===== src/hdl/ts_pkg.sv =====
package ts_pkg;

	// layers in walk order, LYR_IDLE when no layer is running
	typedef enum logic [2:0]
	{
		LYR_TM   = 3'd0,
		LYR_S0   = 3'd1,
		LYR_T0   = 3'd2,
		LYR_S1   = 3'd3,
		LYR_T1   = 3'd4,
		LYR_S2   = 3'd5,
		LYR_IDLE = 3'd7
	} layer_e;

	localparam int NUM_LAYERS = 6;

	// which word of a sprite record is on the read port
	typedef enum logic [1:0]
	{
		SF_R0,
		SF_R1,
		SF_R2
	} sfile_phase_e;

	// memory sizes, fixed by the address formats
	localparam int WORD_W      = 16;
	localparam int SFILE_AW    = 8;
	localparam int SFILE_WORDS = 256;
	localparam int TMB_AW      = 9;
	localparam int TMB_WORDS   = 512;

	localparam logic [7:0] SPR_LAST_ADDR     = 8'd254;
	localparam logic [8:0] TM_PREFETCH_AHEAD = 9'd16;

	typedef struct packed {
		logic s_en;
		logic t1_en;
		logic t0_en;
		logic spare;
		logic t1z_en;
		logic t0z_en;
		logic t1ys_en;
		logic t0ys_en;
	} ts_conf_t;

	typedef struct packed {
		logic [7:0] gpage;
		logic [8:0] x_offs;
		logic [8:0] y_offs;
		logic [1:0] palsel;
	} ts_planes_t;

	typedef struct packed {
		logic        yflp;
		logic        xflp;
		logic [1:0]  pal;
		logic [11:0] tnum;
	} tile_desc_t;

	typedef struct packed {
		logic       yflp;
		logic       leap;
		logic       act;
		logic       spare;
		logic [2:0] ysz;
		logic [8:0] ycrd;
	} spr_r0_t;

	typedef struct packed {
		logic       xflp;
		logic [2:0] spare;
		logic [2:0] xsz;
		logic [8:0] xcrd;
	} spr_r1_t;

	typedef struct packed {
		logic [3:0]  pal;
		logic [11:0] tnum;
	} spr_r2_t;

	// one job for the external renderer
	typedef struct packed {
		logic [5:0] addr;
		logic [8:0] line;
		logic [7:0] page;
		logic [8:0] x;
		logic [2:0] xs;
		logic       xf;
		logic [3:0] pal;
	} tsr_task_t;

endpackage


===== src/hdl/ts_sfile.sv =====
`timescale 1ns/10ps

module ts_sfile (
	input  logic                         clk,
	input  logic [ts_pkg::SFILE_AW-1:0]  waddr,
	input  logic [ts_pkg::WORD_W-1:0]    wdata,
	input  logic                         we,
	input  logic [ts_pkg::SFILE_AW-1:0]  raddr,
	output logic [ts_pkg::WORD_W-1:0]    rdata
);
	import ts_pkg::*;

	logic [WORD_W-1:0] mem [SFILE_WORDS];

	// cpu writes, scanner reads one cycle later
	always_ff @(posedge clk)
	begin
		if (we)
			mem[waddr] <= wdata;
		rdata <= mem[raddr];
	end

endmodule


===== config.mk =====
export PLATFORM = sky130hd
export DESIGN_NAME = ts_sfile
export DESIGN_NICKNAME = d
export VERILOG_FILES = /design/src/hdl/ts_pkg.sv /design/src/hdl/ts_sfile.sv
export SDC_FILE = /design/constraint.sdc
export NUM_CORES = 2
export LEC_CHECK = 0
export BUFFER_PORTS_ARGS = -buffer_cell sky130_fd_sc_hd__buf_2
export CORE_MARGIN = 2
export CORE_UTILIZATION = 30
export DETAILED_ROUTE_END_ITERATION = 12
export MAX_ROUTING_LAYER = met4
export PLACE_DENSITY = 0.42
export SLEW_MARGIN = 20
export SYNTH_ARGS = -nofsm -noshare
export SYNTH_HDL_FRONTEND = slang
export SYNTH_SLANG_ARGS = --single-unit

===== constraint.sdc =====
create_clock -name clk -period 4.7 [get_ports clk]
set_clock_uncertainty 0.15 [all_clocks]
set_input_delay 0.94 -clock clk [delete_from_list [all_inputs] [get_ports clk]]
set_output_delay 0.94 -clock clk [all_outputs]
set_load 0.01 [all_outputs]

==> metrics.txt <==
status=finished clean; r2r worst-path depth=6; Avg Inst Size Synth=about 22 um^2; initial detailed-routing violation count=~8000; Reg area=approximately 0.12 mm^2; Pleak=a little under 60 nW; global route overflow=0; PortBufs=between 40 and 50; WL/cell=between 30 and 40 um; HPWL Detailed=approximately 300000 um; hold_sp=wdata[8]; synth unique cells=52; CTS tree=built; Vias=approximately 79000; layout cells sized above 1=28.7%; Detailed Routing Iterations Pass 1=5; gr usage total=between 10% and 20%; Buf/Inv on CP=4; Final WS setup=around 0.84 ns; worst reg2reg endpoint=rdata[10]$_DFF_P_; Async SR Flop Fraction=0%; vias in the first global route=a little over 80000; cell area after layout=approximately 0.19 mm^2; sequential share of the synthesized area=a little under 80%; CTS clk-pin slew, worst paths=~0.06 ns; Routed WL=between 400000 and 500000 um; xor and xnor area share after synthesis=0%; setup TNS=0 ns; Cells after Synth=approximately 7400; Post-Synthesis Cell Area=between 0.15 and 0.2 mm^2; post-layout net count=approximately 8100; global-route wire length before repair=slightly below 700000 um; Synth Area in Compound Gates=3.54%; delay of the slowest critical-path stage=around 0.83 ns; syn nets=7394; area post-placement=0.172 mm^2; Hold Violations, Final=0; slowest cell on the critical path=o32ai_1; delay-heaviest family, CP=compound AO/OA/AOI/OAI gates; largest family of logic cells by synthesized area=multiplexers; crit path DAT=around 4.6 ns; max cap viols=0; EDFF count, synth=~4000; PostCTS Resize Cnt=0; pin count of the biggest net entering global routing=between 100 and 150; top-area cell type share of the netlist area=approximately 77%; type of the worst setup path=in2reg; Chip Height=approximately 730 um; area of the multi-input gates=0.0334 mm^2; Worst Path Required=~5.4 ns; Worst-Margin Slew=1.16 ns; clk sinks=roughly 4100; P per Cell Area=roughly 420 mW/mm^2; Placer Congestion=approximately 0.80; top_reg_cell synth=edfxtp_1; IO Pins=50; minimum clock period after layout=just under 4 ns; Hold Crit Class=in2reg; Ys Warns=0; Max Slew Vio Count=0; final core occ=35.2%; most area-consuming cells after synthesis=edfxtp_1, mux4_2, mux2i_1, o221ai_1, nor2_1; mux cell area share after synthesis=about 15%; fin crit share=slightly above 80%; fill count=48900; Worst VDD drop=0.301 mV; Clock Path Buffers=4; antenna viol nets, final=0; Yosys top cell by area=edfxtp_1; WHS Path Cells=1; initial antenna violation count=46; RSZ-0062 raised after global routing=false; row count=approximately 270; clk root buf=clkbuf_16; DRC=0; setup bufs post-CTS=0; # hold bufs at CTS=0; Rel. slew slack=a little under a quarter; crit path launch type=primary input; area growth from synthesis to layout=17.2%; Post-Synth Simple-Gate Area=around 1.6%; Clock Latency Late Sink=just over 1 ns; initial core utilization=a little under a third; fmax=between 0.2 and 0.3 GHz; crit-path cells=buf_12 > buf_4 > buf_12 > mux4_2 > mux4_2 > a22o_1 > o32ai_1 > buf_4 > nor4_1; Die W=~730 um; pre-CTS setup slack=-0.326 ns; Hold Path End=mem[78][8]$_DFFE_PP_; Num CTS Buffers=~450; H-tree depth=5; Synth Area in Adders=0%; vias per cell=a little over 5; Reg2Reg Setup Slack=1.51 ns; CP max FO=29; Setup crit end kind=register; Final setup viols=0; core area=0.528 mm^2; Die ar.=around 0.53 mm^2; reg2reg start=mem[27][10]$_DFFE_PP_; register bit total from synthesis=4112
==> worst max-delay path by stage <==
stage / startpoint / depth (start not counted) / slack (ns) / to
floorplan: waddr[3] / 6 / 1.45 / mem[235][0]$_DFFE_PP_
global placement: raddr[1] / 10 / -0.36 / rdata[4]$_DFF_P_
detailed placement: raddr[0] / 9 / -0.33 / rdata[10]$_DFF_P_
CTS: raddr[0] / 9 / 0.77 / rdata[10]$_DFF_P_
global route: raddr[0] / 9 / 0.85 / rdata[10]$_DFF_P_
finish: raddr[0] / 9 / 0.84 / rdata[10]$_DFF_P_
==> metrics by stage <==
step	hold slack [ns]	total power, mW	instances
6_report	0.221	78.5	15400
5_1_grt	0.179	80.9	15400
4_1_cts	0.137	79.5	15400
3_5_place_dp	0.876	45.5	14600
3_3_place_gp	0.895	45.5	14600
2_1_floorplan	0.704	43.2	7360
==> placed cells by master, fill, tap and decap left out, drive strengths merged, types with 32 or more instances in the layout <==
cell,Yosys,final
edfxtp,4096,4096
mux4,797,797
buf,222,706
mux2i,565,565
clkbuf,230,559
nor2,304,304
o221ai,253,253
clkinv,0,208
a21oi,175,175
o22ai,148,148
nor3,92,92
mux2,88,88
a22oi,43,43
o21ai,38,38
nand2,38,38
nand3,35,35
a22o,32,32
==> metal layers <==
layer | vias up | wire [um] | track usage (%) | part of all wire [%]
met2 | 2243 | 237000 | 29.8 | 48
met4 | 0 | 10600 | 3.77 | 2.2
met1 | 43300 | 216000 | 25.3 | 44
met5 | - | 0 | - | 0
met3 | 592 | 26800 | 2.61 | 5.5
li1 | 32800 | - | - | -
==> sequential cells by signal, summed over array words and instances, names as in the netlist <==
| signal | flops |
|---|---|
| mem | 4096 |
| rdata | 16 |
==> area by class of cell <==
cell class              instances  share of cell area, %
clock inverters               259                   1.19
clock buffers                 559                   6.30
multi-input cells            2792                   17.9
diodes                         17                 0.0229
well taps                    6994                   4.70
flip-flops and latches       4112                   66.3
repair buffers                706                   3.53
inverters                       4                 0.0148
==> cell usage after synthesis (26+ instances only) <==
master    count
a21oi_1     175
buf_1        27
a22o_1       32
buf_6        77
edfxtp_1   4096
a221oi_1     28
clkbuf_1    230
o221ai_1    252
o22ai_1     148
nand2_1      38
mux2_2       88
nor2_1      304
nor3_1       92
nand3_1      35
mux4_2      797
buf_4        26
a22oi_1      43
o21ai_0      37
mux2i_1     565
nand4_1      26
buf_2        76
==> cells by family after synthesis <==
kind of cell,Yosys count
flops,4112
buf+inv,456
simple gates,556
compound gates,786
mux,1450
==> report_power, final <==
part	internal, mW	leakage (nW)	switching [mW]
Combinational	1.41	14.7	2.75
Clock	19.3	6.80	14.6
Sequential	40.4	36.9	0.0810
Power figures use the tool's default switching activity.
