`config.mk`:
```
export PLATFORM = sky130hd
export DESIGN_NAME = ts_layer_seq
export DESIGN_NICKNAME = d
export VERILOG_FILES = /design/src/hdl/ts_pkg.sv /design/src/hdl/ts_layer_seq.sv
export SDC_FILE = /design/constraint.sdc
export NUM_CORES = 1
export LEC_CHECK = 0
export CAP_MARGIN = 5
export CELL_PAD_IN_SITES_DETAIL_PLACEMENT = 1
export CELL_PAD_IN_SITES_GLOBAL_PLACEMENT = 1
export CORE_ASPECT_RATIO = 0.9
export CORE_MARGIN = 1.5
export CORE_UTILIZATION = 39
export CTS_CLUSTER_DIAMETER = 100
export DETAILED_ROUTE_END_ITERATION = 8
export DONT_BUFFER_PORTS = 1
export PLACE_DENSITY = 0.72
export SLEW_MARGIN = 5
export SYNTH_ARGS = -nofsm -noshare
export SYNTH_HDL_FRONTEND = slang
export SYNTH_SLANG_ARGS = --single-unit
export TNS_END_PERCENT = 50
```
`constraint.sdc`:
```
create_clock -name clk -period 1.1 [get_ports clk]
set_input_delay 0.33 -clock clk [delete_from_list [all_inputs] [get_ports clk]]
set_output_delay 0.33 -clock clk [all_outputs]
set_load 0.1 [all_outputs]
```
`src/hdl/ts_pkg.sv`:
```
package ts_pkg;

	// layers in walk order, LYR_IDLE when no layer is running
	typedef enum logic [2:0]
	{
		LYR_TM   = 3'd0,
		LYR_S0   = 3'd1,
		LYR_T0   = 3'd2,
		LYR_S1   = 3'd3,
		LYR_T1   = 3'd4,
		LYR_S2   = 3'd5,
		LYR_IDLE = 3'd7
	} layer_e;

	localparam int NUM_LAYERS = 6;

	// which word of a sprite record is on the read port
	typedef enum logic [1:0]
	{
		SF_R0,
		SF_R1,
		SF_R2
	} sfile_phase_e;

	// memory sizes, fixed by the address formats
	localparam int WORD_W      = 16;
	localparam int SFILE_AW    = 8;
	localparam int SFILE_WORDS = 256;
	localparam int TMB_AW      = 9;
	localparam int TMB_WORDS   = 512;

	localparam logic [7:0] SPR_LAST_ADDR     = 8'd254;
	localparam logic [8:0] TM_PREFETCH_AHEAD = 9'd16;

	typedef struct packed {
		logic s_en;
		logic t1_en;
		logic t0_en;
		logic spare;
		logic t1z_en;
		logic t0z_en;
		logic t1ys_en;
		logic t0ys_en;
	} ts_conf_t;

	typedef struct packed {
		logic [7:0] gpage;
		logic [8:0] x_offs;
		logic [8:0] y_offs;
		logic [1:0] palsel;
	} ts_planes_t;

	typedef struct packed {
		logic        yflp;
		logic        xflp;
		logic [1:0]  pal;
		logic [11:0] tnum;
	} tile_desc_t;

	typedef struct packed {
		logic       yflp;
		logic       leap;
		logic       act;
		logic       spare;
		logic [2:0] ysz;
		logic [8:0] ycrd;
	} spr_r0_t;

	typedef struct packed {
		logic       xflp;
		logic [2:0] spare;
		logic [2:0] xsz;
		logic [8:0] xcrd;
	} spr_r1_t;

	typedef struct packed {
		logic [3:0]  pal;
		logic [11:0] tnum;
	} spr_r2_t;

	// one job for the external renderer
	typedef struct packed {
		logic [5:0] addr;
		logic [8:0] line;
		logic [7:0] page;
		logic [8:0] x;
		logic [2:0] xs;
		logic       xf;
		logic [3:0] pal;
	} tsr_task_t;

endpackage

```
`src/hdl/ts_layer_seq.sv`:
```
`timescale 1ns/10ps

module ts_layer_seq (
	input  logic             clk,
	input  logic             rst_n,
	input  logic             start,
	input  logic             v_ts,
	input  logic             v_pf,
	input  ts_pkg::ts_conf_t conf,
	input  logic             tm_end,
	input  logic             t_end,
	input  logic             s_end,
	output ts_pkg::layer_e   active,
	output logic             active_valid
);
	import ts_pkg::*;

	logic [NUM_LAYERS-1:0] layer;
	logic [NUM_LAYERS-1:0] skip;
	logic [NUM_LAYERS-1:0] act_oh;
	logic [NUM_LAYERS-1:0] lyr_en;
	logic [NUM_LAYERS-1:0] lyr_ok;
	logic [NUM_LAYERS-1:0] lyr_done;
	logic [NUM_LAYERS-1:0] fin;

	always_comb
	begin
		lyr_en = {NUM_LAYERS{conf.s_en}};
		lyr_en[LYR_TM] = conf.t0_en || conf.t1_en;
		lyr_en[LYR_T0] = conf.t0_en;
		lyr_en[LYR_T1] = conf.t1_en;

		// prefetch runs in its own vertical window
		lyr_ok = {NUM_LAYERS{v_ts}};
		lyr_ok[LYR_TM] = v_pf;

		lyr_done = {NUM_LAYERS{s_end}};
		lyr_done[LYR_TM] = tm_end;
		lyr_done[LYR_T0] = t_end;
		lyr_done[LYR_T1] = t_end;
	end

	// end pulse only counts for the running layer
	assign fin = act_oh & lyr_done;

	always_ff @(posedge clk)
	begin
		if (!rst_n)
		begin
			layer <= '0;
			skip <= '1;
			act_oh <= '0;
		end
		else if (start)
		begin
			layer <= {{(NUM_LAYERS-1){1'b0}}, 1'b1};
			skip <= ~(lyr_en & lyr_ok);
			act_oh <= '0;
		end
		else
		begin
			if (|(layer & skip))
				layer <= {layer[NUM_LAYERS-2:0], 1'b0};
			skip <= skip | fin;
			// drop the layer in the cycle after its end pulse
			act_oh <= layer & ~(skip | fin);
		end
	end

	always_comb
	begin
		active = LYR_IDLE;
		for (int i = 0; i < NUM_LAYERS; i++)
			if (act_oh[i])
				active = layer_e'(3'(i));
	end

	assign active_valid = |act_oh;

endmodule

```
==> impl_metrics.tcl <==
set metrics [dict create \
    power_w 0.001080 \
    ys_seq_elements 18 \
    grtUsageTotal 0.1797 \
    holdBufCountCts 0 \
    synthArstFlopShare 0 \
    yosysMostFrequentCell "dfxtp_1" \
    cts-root-buf "clkbuf_4" \
    io_buffers 0 \
    top_layer_used "met4" \
    min_period_over_period 1.496 \
    hold_class "input port to flip-flop" \
    synth_ff_type "dfxtp_1" \
    setup_viol 4 \
    n_antenna_cell 0 \
    yosys-top-cells-area "dfxtp_1, mux2i_1, a22oi_2, and3_1, o21ai_0" \
    maxSlewViolCount 0 \
    post-route-util 0.5401 \
    fin_ws_ps -545.1 \
    placed_area_um2 888.4 \
    die-width_um 48.78 \
    drtAntennaViolNets 0 \
    cts_buffers 3 \
    endpoint_kind "output port" \
    hold_end "act_oh[2]" \
    fin_crit_ps 1645 \
    synthTopCellsByCount "dfxtp_1, nand2_1, and3_1, o21ai_0" \
    crit_type "flip-flop to output port" \
    hold-worst-slack_ps 108.3 \
    cts.clk_slew.worst_paths_ps 90 \
    cts_sinks 18 \
    synth_top_area_frac 0.4898 \
    num_vias 587 \
    violations "negative setup slack" \
    rsz0062_at_grt "true" \
    rr_endpoint "skip[2]" \
    synth_cell_types 24 \
    grt_pass1_vias 608 \
    final_nets 101 \
    ff2ff_setup_slack_ps 70 \
    drive_above_1_share 0.3614 \
    pin_count 20 \
    first_pass_iters 2 \
    grt_pass1_wl_mm 2.794 \
    p_per_area_mw_per_mm2 1165 \
    max_freq_mhz 607.9 \
    initial_utilization 0.4286 \
    grt-ovfl-total 0 \
    reg2reg_from "act_oh[2]" \
    rr_worst_depth 3 \
    wl_met3_um 80 \
    crit_start "act_oh[3]" \
    netlist_area_um2 735.7 \
    synth_warnings 0 \
    rows 14 \
    cp_data_arrival_time_ps 1320 \
    area_delta_synth_final_pct 26.02 \
    htree_levels 1 \
    synth_edf_count 0 \
    critPathLaunchType "flip-flop" \
    peakVddDrop_v 0.0008047 \
    worstMarginPinSlew_ps 407.0 \
    hold_viol_final 0 \
    clk_latency_ps 290 \
    yosysSeqAreaShare 0.4898 \
    yosysTopAreaCell "dfxtp_1" \
    viasPerCell 5.486 \
    hold_start "t_end" \
    cts_tree "yes" \
    fp.dieH_um 44.21 \
    place_congestion 0.7267 \
    p_leak_nw 0.3845 \
    netlist_instances 73 \
    critPathRequiredTime_ps 770 \
    cp_max_fo 2 \
    hpwl_mm 1.265 \
    final_area_um2 927.1 \
    met1Wirelength_um 733 \
    drc_errors 0 \
    synth_fp_nets 89 \
    core_area_mm2 0.001717 \
    whs_path_depth 1 \
    wl_met2_um 804 \
    antenna_found_initial 0 \
    cts_max_path_buffers 2 \
    cap_violations 0 \
    grt_max_degree 13 \
    wl_mm 1.645 \
    clock_skew_ps 1.956 \
    status "finished with violations" \
    dr.first_iter.drc_count 2 \
    slew-limit-headroom 0.7263 \
    synth_area_per_cell_um2 10.08 \
    wl_per_cell_um 15.37 \
    dieArea_mm2 0.002156 \
]
[stage by stage]
step	TNS, ps	cells	worst slack [ps]
floorplan	-1017	73	-267.8
global placement	-837.2	104	-224.1
detailed placement	-961.1	104	-274.4
CTS	-2167	107	-568.2
global route	-2275	107	-594.4
finish	-2080	107	-545.1
[how the worst max path moves through the flow]
stage,to,slack (ps)
floorplan,active[0],-270
global placement,active[0],-220
detailed placement,active_valid,-270
CTS,active_valid,-570
global route,active_valid,-590
finish,active[2],-550
[sequential cells by signal, summed over array words and instances, names as in the netlist]
register and cells:
skip 6, act_oh 6, layer 6
[power breakdown]
part            total, W  leakage (nW)  switching [W]  internal, W
Clock           0.000314        0.0138       0.000187     0.000127
Combinational  0.0000825         0.222      0.0000473    0.0000353
Sequential      0.000684         0.149      0.0000153     0.000668
Total            0.00108         0.384       0.000250     0.000831
[per-layer routing]
layer	up-vias	GRT usage
met5	-	0
met4	0	0.08571
met3	4	0.06757
met2	13	0.3041
met1	283	0.2047
li1	287	-
[worst max-delay path, stage by stage (launching register included)]
cell	delay, ps
dfxtp_2	350
nor4_4	310
nand2b_4	370
[cells by family after synthesis]
kind of cell / share of synthesized area
AO/OA/AOI/OAI: 0.2330
multiplexers: 0.06803
AND/OR/NAND/NOR: 0.1871
flip-flops: 0.4898
buffers and inverters: 0.02210
[layout make-up]
cell class | count | area [um^2]
clock buffers | 3 | 22.52
fillers | 203 | 789.5
inverters | 1 | 3.754
multi-input cells | 52 | 412.9
flip-flops and latches | 18 | 365.4
well taps | 24 | 30.03
repair buffers | 9 | 92.59
[repair_timing]
action / CTS / global route
setup endpoints to repair: 4 / 4
pin swaps: 0 / 1
cloned: 0 / 0
setup buffers: 0 / 0
resized for setup: 4 / 0
[cell usage in the layout (no fill, tap or decap), types with 3 or more instances in the layout]
master	netlist	layout
clkbuf_4	0	3
dfxtp_2	0	4
dfxtp_1	18	14
a21oi_1	5	4
o21ai_0	6	6
nand2_1	8	7
buf_4	1	7
mux2i_1	5	5
and3_1	6	6
a22oi_2	3	3
No activity file was read; power rests on OpenSTA's default activity.
