<file path="src/hdl/ts_pkg.sv">
package ts_pkg;

	// layers in walk order, LYR_IDLE when no layer is running
	typedef enum logic [2:0]
	{
		LYR_TM   = 3'd0,
		LYR_S0   = 3'd1,
		LYR_T0   = 3'd2,
		LYR_S1   = 3'd3,
		LYR_T1   = 3'd4,
		LYR_S2   = 3'd5,
		LYR_IDLE = 3'd7
	} layer_e;

	localparam int NUM_LAYERS = 6;

	// which word of a sprite record is on the read port
	typedef enum logic [1:0]
	{
		SF_R0,
		SF_R1,
		SF_R2
	} sfile_phase_e;

	// memory sizes, fixed by the address formats
	localparam int WORD_W      = 16;
	localparam int SFILE_AW    = 8;
	localparam int SFILE_WORDS = 256;
	localparam int TMB_AW      = 9;
	localparam int TMB_WORDS   = 512;

	localparam logic [7:0] SPR_LAST_ADDR     = 8'd254;
	localparam logic [8:0] TM_PREFETCH_AHEAD = 9'd16;

	typedef struct packed {
		logic s_en;
		logic t1_en;
		logic t0_en;
		logic spare;
		logic t1z_en;
		logic t0z_en;
		logic t1ys_en;
		logic t0ys_en;
	} ts_conf_t;

	typedef struct packed {
		logic [7:0] gpage;
		logic [8:0] x_offs;
		logic [8:0] y_offs;
		logic [1:0] palsel;
	} ts_planes_t;

	typedef struct packed {
		logic        yflp;
		logic        xflp;
		logic [1:0]  pal;
		logic [11:0] tnum;
	} tile_desc_t;

	typedef struct packed {
		logic       yflp;
		logic       leap;
		logic       act;
		logic       spare;
		logic [2:0] ysz;
		logic [8:0] ycrd;
	} spr_r0_t;

	typedef struct packed {
		logic       xflp;
		logic [2:0] spare;
		logic [2:0] xsz;
		logic [8:0] xcrd;
	} spr_r1_t;

	typedef struct packed {
		logic [3:0]  pal;
		logic [11:0] tnum;
	} spr_r2_t;

	// one job for the external renderer
	typedef struct packed {
		logic [5:0] addr;
		logic [8:0] line;
		logic [7:0] page;
		logic [8:0] x;
		logic [2:0] xs;
		logic       xf;
		logic [3:0] pal;
	} tsr_task_t;

endpackage

</file>
<file path="src/hdl/ts_tile_issue.sv">
`timescale 1ns/10ps

module ts_tile_issue (
	input  logic                       clk,
	input  logic                       rst_n,
	input  logic                       start,
	input  ts_pkg::layer_e             active,
	input  logic [8:0]                 line,
	input  ts_pkg::ts_conf_t           conf,
	input  ts_pkg::ts_planes_t [1:0]   planes,
	input  logic [5:0]                 num_tiles,
	input  ts_pkg::tile_desc_t         tmb_rdata,
	input  logic                       tsr_rdy,
	output logic [ts_pkg::TMB_AW-1:0]  tmb_raddr,
	output logic                       t_go,
	output ts_pkg::tsr_task_t          t_task,
	output logic                       t_end
);
	import ts_pkg::*;

	logic       tiles;
	logic       pl;
	logic       pl_nxt;
	logic [5:0] tx;
	logic [5:0] tx_nxt;
	ts_planes_t pc;
	ts_planes_t pn;
	logic [4:0] t_line;
	logic [4:0] tn_line;
	logic       t_act;
	logic       t_next;
	logic       t_last;

	assign tiles = active == LYR_T0 || active == LYR_T1;
	assign pc = planes[pl];
	assign pn = planes[pl_nxt];

	// line inside the four-row window, fine y offset added
	assign t_line = line[4:0] + {2'b00, pc.y_offs[2:0]};
	assign tn_line = line[4:0] + {2'b00, pn.y_offs[2:0]};

	assign t_act = (tmb_rdata.tnum != 12'd0) || (pl ? conf.t1z_en : conf.t0z_en);
	assign t_last = tx == num_tiles;
	assign t_next = tiles && (!t_act || tsr_rdy);
	assign t_go = tiles && t_act && tsr_rdy;
	assign t_end = t_next && t_last;

	always_comb
	begin
		tx_nxt = tx;
		pl_nxt = pl;
		if (start)
		begin
			tx_nxt = '0;
			pl_nxt = !conf.t0_en;
		end
		else if (t_next)
		begin
			if (t_last)
			begin
				// plane 1 follows the end of plane 0
				tx_nxt = '0;
				pl_nxt = 1'b1;
			end
			else
				tx_nxt = tx + 6'd1;
		end
	end

	always_ff @(posedge clk)
	begin
		if (!rst_n)
		begin
			tx <= '0;
			pl <= 1'b0;
		end
		else
		begin
			tx <= tx_nxt;
			pl <= pl_nxt;
		end
	end

	// read ahead so the descriptor matches tx when it lands
	assign tmb_raddr = {tn_line[4:3], tx_nxt + pn.x_offs[8:3], pl_nxt};

	always_comb
	begin
		t_task.addr = tmb_rdata.tnum[5:0];
		t_task.line = {tmb_rdata.tnum[11:6], t_line[2:0] ^ {3{tmb_rdata.yflp}}};
		t_task.page = pc.gpage;
		t_task.x = {tx, 3'b000} - {6'd0, pc.x_offs[2:0]};
		t_task.xs = 3'd0;
		t_task.xf = tmb_rdata.xflp;
		t_task.pal = {pc.palsel, tmb_rdata.pal};
	end

endmodule

</file>
<file path="config.mk">
export PLATFORM = sky130hd
export DESIGN_NAME = ts_tile_issue
export DESIGN_NICKNAME = d
export VERILOG_FILES = /design/src/hdl/ts_pkg.sv /design/src/hdl/ts_tile_issue.sv
export SDC_FILE = /design/constraint.sdc
export NUM_CORES = 1
export LEC_CHECK = 0
export BUFFER_PORTS_ARGS = -buffer_cell sky130_fd_sc_hd__buf_2
export CAP_MARGIN = 10
export CORE_MARGIN = 1.5
export CORE_UTILIZATION = 41
export CTS_BUF_LIST = sky130_fd_sc_hd__clkbuf_4 sky130_fd_sc_hd__clkbuf_8
export CTS_CLUSTER_DIAMETER = 40
export DETAILED_ROUTE_END_ITERATION = 6
export PLACE_DENSITY = 0.87
export SYNTH_ARGS = -nofsm -noshare
export SYNTH_HDL_FRONTEND = slang
export SYNTH_SLANG_ARGS = --single-unit
</file>
<file path="constraint.sdc">
create_clock -name clk -period 4.6 [get_ports clk]
set_input_delay 0.23 -clock clk [delete_from_list [all_inputs] [get_ports clk]]
set_output_delay 0.23 -clock clk [all_outputs]
set_load 0.05 [all_outputs]
</file>
==> results.txt <==
Grt total ovfl: 0
Critical Path RT: 4.37 ns
Drt drc: 0
N_diodes: 0
DRT Pass-1 Iters: 4
Sequential share of the synthesized area: 8.85%
Endpoint type of the worst setup path: primary output
FF-to-FF path depth: 6
Max H-tree Level: 1
GR Util All Layers: 18.8%
Final Hold Fails: 0
Final Routed Wirelength: 4130 µm
Inserted Clock Buffers: 3
FF-to-FF End: tx[4]
Setup bufs post-CTS: 0
CTS tree: built
Fillers: 342
Largest net degree at the start of global routing: 19
Die ar.: 0.00424 mm²
Largest family of logic cells by synthesized area: simple AND/OR/NAND/NOR gates
Commonest non-fill, non-tap cell in the layout: buf_2
Delay-heaviest family, CP: compound AO/OA/AOI/OAI gates
Clk_lat worst skew: 0.23 ns
Clock Pin Slew Worst Setup and Hold Paths: 0.04 ns
Initial antenna violation count: 0
Hold Startpoint: rst_n
Post_cts resized: 0
Critical Path Fanout Max: 10
Post-synthesis xor/xnor area fraction: 16.9%
Ys Warns: 0
First-pass GRT wire length: 6300 µm
Sequential Area: 140 µm²
Num Clock Sinks: 7
Buf/Inv on CP: 1
Dpl hpwl: 3670 µm
Synth Area in Adders: 12.0%
Power Total: 479 µW
CP startpoint kind: flip-flop
Worst Hold Path EP: pl
Mux cell area share after synthesis: 19.8%
Total negative slack: 0 ns
Leakage dissipation: 1.10 nW
Worst VDD drop: 161 µV
Post-layout util: 57.8%
Critical path type: reg -> out
Final min period: 3.85 ns
R2R setup slack: 2.87 ns
Synth Cell Area: 0.00158 mm²
Power per cell area: 225 mW/mm²
Outcome: completed
Synth Area in Compound Gates: 7.67%
CTS Root Cell: clkbuf_8
F_max: 0.260 GHz
FP Rows: 22
Core area: 0.00369 mm²
Post-route ant nets: 0
Mean Syn Cell Area: 9.31 µm²
Max Root-Sink Buffers: 2
Die H: 65.1 µm
Vias/cell: 4.88
R2r startpoint: pl
Die extent in x: 65.1 µm
Synthesis-to-finish area growth: 34.7%
Multi-input gate area: 0.00124 mm²
CP max-delay cell: dfxtp_1
Hold depth: 2
Peak per-stage delay on the critical path: 0.47 ns
Final Net Count: 392
Vias: 1,577
Crit share post-route: 83.6%
Clock Skews: 0.00429 ns
Setup violators final: 0
Register bit total from synthesis: 7
Post-Syn Instances: 170
Wire per inst: 12.8 µm
Most frequent cells in the layout: 122 x buf_2, 20 x mux2_2, 18 x nor2_1
Worst path cell trace: xor2_1 -> nor4_4 -> nand3b_4 -> a22oi_4 -> mux2_2 -> ha_1 -> a21o_1 -> a21oi_1 -> o21bai_1 -> a21oi_1 -> xnor3_1 -> buf_2
Vias in the first global route: 1,524
Tightest hold margin: 0.224 ns
MaxCap Viol Count: 0
Worst Path Arrival: 3.62 ns
Post-CTS Hold Fix Bufs: 0
Routability cong.: 0.726
Top-Level Pins: 153
Crit-path most repeated cell: a21oi_1
RSZ-0062 raised after global routing: false
Fin. max-slew vios: 0
Unique masters post-synth: 43
DR iter-0 viols: 44
Post-Synth Simple-Gate Area: 21.4%
Initial Util: 42.9%
Layout cells sized above 1: 58.5%
PortBufs: 122
Hold/Removal Path Class: in -> reg
worst max path at each step:
stage	start	to	slack [ns]	cells past startpoint
6_report	tx[2]	tmb_raddr[6]	0.75	12
5_1_grt	tx[2]	tmb_raddr[6]	0.52	12
3_5_place_dp	tx[2]	tmb_raddr[6]	0.96	12
2_1_floorplan	pl	tmb_raddr[7]	0.69	10
4_1_cts	tx[2]	tmb_raddr[6]	0.69	12
3_3_place_gp	tmb_rdata[1]	tmb_raddr[6]	0.99	13
cells in the mapped netlist (all sizes together):
cell type / number / area (µm²)
mux2i: 6 / 72.6
nand2: 5 / 18.8
conb: 1 / 3.75
o21bai: 1 / 7.51
o211ai: 1 / 7.51
a211oi: 1 / 7.51
a41oi: 1 / 27.5
dfxtp: 7 / 140
a21o: 1 / 7.51
nor2b: 1 / 6.26
a221o: 1 / 10.0
nor3: 5 / 25.0
xnor3: 1 / 22.5
a22oi: 2 / 28.8
ha: 12 / 150
and4: 1 / 8.76
and2: 1 / 6.26
nand4b: 1 / 8.76
nor4: 6 / 119
a21oi: 4 / 20.0
clkbuf: 1 / 3.75
mux2: 21 / 240
xor2: 15 / 131
o21ai: 1 / 5.00
or2: 1 / 6.26
inv: 6 / 22.5
nor2: 19 / 73.8
nand3: 3 / 15.0
xnor2: 13 / 114
nand3b: 1 / 20.0
nand2b: 1 / 6.26
nand4: 2 / 12.5
fa: 2 / 40.0
buf: 23 / 181
and3: 2 / 12.5
worst reg2reg max path, delay by kind of cell, from the launching register on:
family	cells	cell delay, ns
AND/OR/NAND/NOR	3	0.55
flip-flops	1	0.40
AO/OA/AOI/OAI	1	0.18
XOR/XNOR	1	0.19
multiplexers	1	0.30
flip-flops by register name, indices dropped and copies added (netlist names):
| name | count |
|---|---|
| tx | 6 |
| pl | 1 |
metal layers:
metal	vias up	global-route usage, %	part of all wire, %
met5	-	0	0
met4	0	3.91	0.75
met3	5	5.14	8.0
met2	69	39.6	56
met1	724	17.6	35
li1	779	-	-
metrics by stage:
stage	area (µm²)	instances	setup WS, ns
2_1_floorplan	1590	172	0.689
3_3_place_gp	2080	319	0.990
3_5_place_dp	2080	319	0.956
4_1_cts	2130	323	0.686
5_1_grt	2130	323	0.522
6_report	2130	323	0.753
logic make-up (layout without fill, tap and decap cells):
kind of cell	after synthesis	after routing
AND/OR/NAND/NOR	49	49
buffers and inverters	30	133
XOR/XNOR	29	29
multiplexers	27	27
adder cells (fa/ha/maj)	14	14
AO/OA/AOI/OAI	13	13
flip-flops	7	7
other	1	3
cell type report:
type | instances | share of cell area (%)
clock buffer | 4 | 2.29
inverter | 6 | 1.06
multi-input combinational | 135 | 58.3
sequential | 7 | 6.57
tap | 48 | 2.82
timing repair buffer | 123 | 29.0
where the power goes:
group          total, mW  internal (mW)  leakage, nW  switching (mW)
combinational      0.322          0.100         1.01           0.222
sequential        0.0633         0.0619       0.0567         0.00140
clock             0.0934         0.0659       0.0262          0.0275
(Power assumes the default switching activity.)
