## config.mk

```make
export PLATFORM = sky130hd
export DESIGN_NAME = ts_tmap_prefetch
export DESIGN_NICKNAME = d
export VERILOG_FILES = /design/src/hdl/ts_pkg.sv /design/src/hdl/ts_tmap_prefetch.sv
export SDC_FILE = /design/constraint.sdc
export NUM_CORES = 1
export LEC_CHECK = 0
export ABC_AREA = 1
export BUFFER_PORTS_ARGS = -buffer_cell sky130_fd_sc_hd__buf_2
export CAP_MARGIN = 20
export CELL_PAD_IN_SITES_DETAIL_PLACEMENT = 0
export CELL_PAD_IN_SITES_GLOBAL_PLACEMENT = 1
export CORE_UTILIZATION = 16
export CTS_CLUSTER_DIAMETER = 200
export CTS_CLUSTER_SIZE = 24
export DETAILED_ROUTE_END_ITERATION = 8
export PLACE_DENSITY = 0.76
export SKIP_LAST_GASP = 1
export SLEW_MARGIN = 20
export SYNTH_ARGS = -nofsm -noshare
export SYNTH_HDL_FRONTEND = slang
export SYNTH_SLANG_ARGS = --single-unit
```

## constraint.sdc

```tcl
create_clock -name clk -period 1.75 [get_ports clk]
set_clock_uncertainty 0.05 [all_clocks]
set_input_delay 0.35 -clock clk [delete_from_list [all_inputs] [get_ports clk]]
set_output_delay 0.35 -clock clk [all_outputs]
set_load 0.01 [all_outputs]
```

## src/hdl/ts_pkg.sv

```systemverilog
package ts_pkg;

	// layers in walk order, LYR_IDLE when no layer is running
	typedef enum logic [2:0]
	{
		LYR_TM   = 3'd0,
		LYR_S0   = 3'd1,
		LYR_T0   = 3'd2,
		LYR_S1   = 3'd3,
		LYR_T1   = 3'd4,
		LYR_S2   = 3'd5,
		LYR_IDLE = 3'd7
	} layer_e;

	localparam int NUM_LAYERS = 6;

	// which word of a sprite record is on the read port
	typedef enum logic [1:0]
	{
		SF_R0,
		SF_R1,
		SF_R2
	} sfile_phase_e;

	// memory sizes, fixed by the address formats
	localparam int WORD_W      = 16;
	localparam int SFILE_AW    = 8;
	localparam int SFILE_WORDS = 256;
	localparam int TMB_AW      = 9;
	localparam int TMB_WORDS   = 512;

	localparam logic [7:0] SPR_LAST_ADDR     = 8'd254;
	localparam logic [8:0] TM_PREFETCH_AHEAD = 9'd16;

	typedef struct packed {
		logic s_en;
		logic t1_en;
		logic t0_en;
		logic spare;
		logic t1z_en;
		logic t0z_en;
		logic t1ys_en;
		logic t0ys_en;
	} ts_conf_t;

	typedef struct packed {
		logic [7:0] gpage;
		logic [8:0] x_offs;
		logic [8:0] y_offs;
		logic [1:0] palsel;
	} ts_planes_t;

	typedef struct packed {
		logic        yflp;
		logic        xflp;
		logic [1:0]  pal;
		logic [11:0] tnum;
	} tile_desc_t;

	typedef struct packed {
		logic       yflp;
		logic       leap;
		logic       act;
		logic       spare;
		logic [2:0] ysz;
		logic [8:0] ycrd;
	} spr_r0_t;

	typedef struct packed {
		logic       xflp;
		logic [2:0] spare;
		logic [2:0] xsz;
		logic [8:0] xcrd;
	} spr_r1_t;

	typedef struct packed {
		logic [3:0]  pal;
		logic [11:0] tnum;
	} spr_r2_t;

	// one job for the external renderer
	typedef struct packed {
		logic [5:0] addr;
		logic [8:0] line;
		logic [7:0] page;
		logic [8:0] x;
		logic [2:0] xs;
		logic       xf;
		logic [3:0] pal;
	} tsr_task_t;

endpackage

```

## src/hdl/ts_tmap_prefetch.sv

```systemverilog
`timescale 1ns/10ps

module ts_tmap_prefetch (
	input  logic                       clk,
	input  logic                       rst_n,
	input  logic                       start,
	input  ts_pkg::layer_e             active,
	input  logic [8:0]                 line,
	input  ts_pkg::ts_conf_t           conf,
	input  logic [7:0]                 tmpage,
	input  ts_pkg::ts_planes_t [1:0]   planes,
	input  logic                       dram_next,
	output logic [20:0]                dram_addr,
	output logic                       dram_req,
	output logic [ts_pkg::TMB_AW-1:0]  tmb_waddr,
	output logic                       tmb_we,
	output logic                       tm_end
);
	import ts_pkg::*;

	logic [4:0] tm_x;
	logic [4:0] tm_last;
	logic       at_end;
	logic       tmap;
	logic       tm_pl;
	logic [8:0] tm_line;
	logic [5:0] tm_row;

	assign tmap = active == LYR_TM;

	// bit 3 of the column counter selects the plane
	assign tm_pl = tm_x[3];
	assign tm_last = conf.t1_en ? 5'd16 : 5'd8;
	assign at_end = tm_x == tm_last;

	assign dram_req = tmap && !at_end;
	assign tmb_we = dram_req && dram_next;
	assign tm_end = tmap && at_end;

	assign tm_line = line + TM_PREFETCH_AHEAD;
	assign tm_row = tm_line[8:3] + planes[tm_pl].y_offs[8:3];

	// page, tile row, plane, burst, word in burst
	assign dram_addr = {tmpage, tm_row, tm_pl, tm_line[2:0], tm_x[2:0]};

	// bank from the tile row, then column, then plane
	assign tmb_waddr = {tm_line[4:3], tm_line[2:0], tm_x[2:0], tm_pl};

	always_ff @(posedge clk)
	begin
		if (!rst_n)
			tm_x <= '0;
		else if (start)
			tm_x <= conf.t0_en ? 5'd0 : 5'd8;
		else if (tmb_we)
			tm_x <= tm_x + 5'd1;
	end

endmodule

```

==> impl.org <==
** Run status
- Outcome :: finished with violations
- Violated checks :: setup timing

** Clock network
- CTS clock-pin slew for the worst setup and hold paths :: 0.03 ns
- Clk root buf :: sky130_fd_sc_hd__clkbuf_8
- Max clock buf depth :: 2
- TritonCTS created 3 clock buffers.
- CTS built an H-tree with a depth of 1.
- TritonCTS built the clock tree.
- Hold repair after CTS inserted 0 buffers.
- Clock latency on the worst-skew pair, taken at its later pin, is 0.22 ns.
- Clock sinks :: 5

** STA
- In the finished design, the share of the clock period the worst path needs comes to 1.25.
- The final number of hold-violating endpoints came to 0.
- Setup TNS :: -1.79 ns
- For the finished layout, the period the worst path requires is 2.18 ns.
- Worst slew pin tran :: about 0.29 ns
- The total count of max-transition violations in the final report came to 0.
- Peak clock frequency supported by timing :: 0.459 GHz
- Setup repair after global routing missed its margin :: yes
- The worst pin sits at a relative slew slack of 0.808.
- Setup violations remaining at the end of the flow were counted as 5.
- Once routing completed, OpenROAD measured the worst setup slack at -0.431 ns.

** Finish
- Fraction of layout instances using a drive strength above 1 :: 0.595
- Most common cell after layout, fill and taps aside :: sky130_fd_sc_hd__buf_2
- The number of antenna diodes in the final layout is 0.
- In the final layout, the registers with the most flip-flops are tm_x x5.
- Area growth syn-to-layout :: 54.1%
- In the layout the commonest cells are sky130_fd_sc_hd__buf_2, sky130_fd_sc_hd__nand2_1, sky130_fd_sc_hd__buf_4, sky130_fd_sc_hd__nor2_1, sky130_fd_sc_hd__nand2_2.
- Summing all non-filler instances in the final layout gives an area of 1380 um^2.
- Once layout is complete, the utilization of the core stands at 0.263.
- In the final design database the tool counted 271 nets.
- Flip-flop count of the largest register after layout :: 5
- The register with the most flip-flops in the final layout is tm_x.

** Job
- Across the run, the number of max-cap violations was 0.

** GRT
- Antenna violations before repair :: 0
- Number of global-route vias before repair :: about 820
- Total grt overflow :: 0
- GRT Util Overall :: 0.0777
- The first global-routing pass estimated 3690 um of wire.
- Pin count of the biggest net entering global routing :: 8

** Placed design
- Summing all placed instances gives a cell area of between 1000 and 1500 um^2.
- Total of buffers placed on input and output ports :: 45
- Routability-driven placement finished with a final weighted congestion of 0.756.
- Estimated wirelength of the detail-placed design :: 1800 um

** Critical path
- On the critical path the largest part of the delay comes from adder cells.
- Cell with the most instances on the worst path :: sky130_fd_sc_hd__nand2_2
- For this design, the slowest cell found on the critical path is sky130_fd_sc_hd__fa_2.
- The signal on the critical path passes through buf_8 > nand2_2 > nand2_2 > ha_4 > fa_2 > nand3_2 > nand2_2 > xor2_2 > buf_2.
- The worst register-to-register path ends at tm_x[3]$_SDFFE_PN0P_.
- Delay contributed by the slowest stage of the critical path :: 0.38 ns
- STA classifies the critical path endpoint as a primary output.
- Length in cells of the worst reg-to-reg path :: 9
- WS Path Type :: flip-flop to primary output
- The setup check on the worst reg-to-reg path leaves a slack of 0.34 ns.
- Origin of the critical flop-to-flop path :: tm_x[3]$_SDFFE_PN0P_
- At the worst endpoint, the required time is 1.35 ns.
- Worst setup SP type :: flip-flop
- In this run the worst path has a maximum fanout of 5.
- CP Buf/Inv Count :: 2
- STA puts the critical path data arrival time at around 1.8 ns.

** Detailed routing
- Dividing the detail-routed via count by the number of cells gives 3.71.
- Post-detailed-routing wire length :: 2230 um
- The pre-antenna-repair detailed-routing pass consisted of 4 iterations.
- Wirelength per Cell :: 9.16 um
- The detailed router finished its first iteration with 8 violations.
- In this run the remaining antenna-violating nets after routing total 0.
- Number of DRC violations after detailed routing :: 0
- Via count :: 902

** Synthesis
- Post-synthesis net count :: 228
- Mapped Cells :: 131
- During synthesis, Yosys emitted a total of 0 warnings.
- Share of the yosys chip area belonging to registers :: 0.112
- The average instance in the mapped netlist occupies 6.81 um^2.
- Synthesis inferred 5 register bits.
- Post-synthesis cell type count :: 28
- The synthesized netlist occupies a cell area of 892 um^2.

** Worst hold path
- The worst hold path terminates at tm_x[2]$_SDFFE_PN0P_.
- Type of the most critical hold path :: input port to flip-flop
- The worst hold path begins at rst_n.
- The worst hold path passes through 3 cells.

** Floorplan
- The die covers 5880 um^2.
- The total area inside the core boundary comes to roughly 5200 um^2.
- In this run the core area contains 26 standard-cell rows.
- During I/O placement, the number of pins put on the boundary was 121.
- Initial cell density of the core :: 0.170
- The die is ~77 um wide.
- The floorplan step set the die height to 76.7 um.

** Pwr
- For this design the static power due to leakage is just under 0.7 nW.
- Power per cell area :: 545 nW/um^2
- Worst voltage drop across the vdd grid :: approximately 220 uV
## metal layers
metal	share of wire	global-route usage	wire length (um)	up-vias
met5	0	0	0	-
met4	0	0.0269	0	0
met1	0.46	0.0979	1010	396
met3	0.060	0.0155	133	0
li1	-	-	-	476
met2	0.48	0.130	1080	30
## cell usage after synthesis
| cell type | count | area (um^2) |
|---|---|---|
| sky130_fd_sc_hd__nand2_1 | 31 | 116 |
| sky130_fd_sc_hd__buf_4 | 23 | 173 |
| sky130_fd_sc_hd__nor2_1 | 12 | 45.0 |
| sky130_fd_sc_hd__inv_1 | 11 | 41.3 |
| sky130_fd_sc_hd__ha_1 | 8 | 100 |
| sky130_fd_sc_hd__a21oi_1 | 5 | 25.0 |
| sky130_fd_sc_hd__dfxtp_1 | 5 | 100 |
| sky130_fd_sc_hd__nand3_1 | 5 | 25.0 |
| sky130_fd_sc_hd__xor2_1 | 5 | 43.8 |
| sky130_fd_sc_hd__nand2_2 | 4 | 25.0 |
| sky130_fd_sc_hd__inv_2 | 2 | 7.51 |
| sky130_fd_sc_hd__nand3_2 | 2 | 20.0 |
| sky130_fd_sc_hd__o21ai_0 | 2 | 10.0 |
| sky130_fd_sc_hd__xnor2_1 | 2 | 17.5 |
| sky130_fd_sc_hd__a21oi_2 | 1 | 8.76 |
| sky130_fd_sc_hd__buf_6 | 1 | 11.3 |
| sky130_fd_sc_hd__fa_1 | 1 | 20.0 |
| sky130_fd_sc_hd__inv_4 | 1 | 6.26 |
| sky130_fd_sc_hd__mux2i_1 | 1 | 10.0 |
| sky130_fd_sc_hd__nand2_4 | 1 | 11.3 |
| sky130_fd_sc_hd__nand3_4 | 1 | 17.5 |
| sky130_fd_sc_hd__nand4_1 | 1 | 6.26 |
| sky130_fd_sc_hd__nor2_2 | 1 | 6.26 |
| sky130_fd_sc_hd__nor3_4 | 1 | 16.3 |
| sky130_fd_sc_hd__nor3b_1 | 1 | 7.51 |
| sky130_fd_sc_hd__nor4_1 | 1 | 6.26 |
| sky130_fd_sc_hd__o211ai_1 | 1 | 7.51 |
| sky130_fd_sc_hd__o21bai_1 | 1 | 7.51 |
## cell type report
type | count | area, um^2
multi-input combinational | 88 | 701
inverter | 14 | 57.6
fill | 585 | 3860
sequential | 5 | 104
clock buffer | 4 | 45.0
tap | 70 | 87.6
timing repair buffer | 62 | 380
## kinds of logic (layout without fill, tap and decap cells)
logic type                 count (synthesis)  after routing  synth area share
AOI/OAI and AO/OA                         10             10            0.0659
xor gates and xnor gates                   7              7            0.0687
adders and majority gates                  9              9             0.135
buffers and inverters                     38             80             0.268
DFF                                        5              5             0.112
muxes                                      1              1            0.0112
and+or+nand+nor                           61             61             0.339
## power by group
part	switching [W]	leakage (nW)	internal [W]	total (W)
registers	0.00000448	0.0413	0.000118	0.000122
logic	0.000199	0.630	0.000217	0.000416
clock network	0.0000553	0.0228	0.000156	0.000212
total	0.000259	0.694	0.000491	0.000750
## how the worst max path moves through the flow
stage | cells after the start | slack, ns | endpoint | from
after floorplan | 7 | -0.07 | dram_addr[12] | line[4]
after global placement | 9 | -0.38 | dram_addr[12] | line[4]
after detailed placement | 9 | -0.40 | dram_addr[12] | line[4]
after CTS | 9 | -0.43 | dram_addr[11] | tm_x[3]$_SDFFE_PN0P_
after global routing | 11 | -0.55 | dram_addr[12] | tm_x[3]$_SDFFE_PN0P_
final | 9 | -0.43 | dram_addr[11] | tm_x[3]$_SDFFE_PN0P_
## metrics by stage
stage	cells	total power [W]	setup WS (ns)	hold WS, ns
2_1_floorplan	131	0.000358	-0.0669	0.449
3_3_place_gp	232	0.000451	-0.383	0.487
3_5_place_dp	232	0.000453	-0.397	0.490
4_1_cts	244	0.000758	-0.427	0.339
5_1_grt	243	0.000824	-0.553	0.371
6_report	243	0.000750	-0.431	0.339
## what timing repair did
| action | 4_1_cts | 5_1_grt |
|---|---|---|
| gates cloned | 1 | 0 |
| gates resized for setup | 26 | 6 |
| setup endpoints to repair | 7 | 8 |
| pin swaps | 14 | 7 |
| buffers inserted | 7 | 0 |
## tightest hold or removal path, delay by kind of cell
family / cells / cell delay [ns]
compound gates: 1 / 0.09
buf+inv: 2 / 0.14
Power figures use the tool's default switching activity.
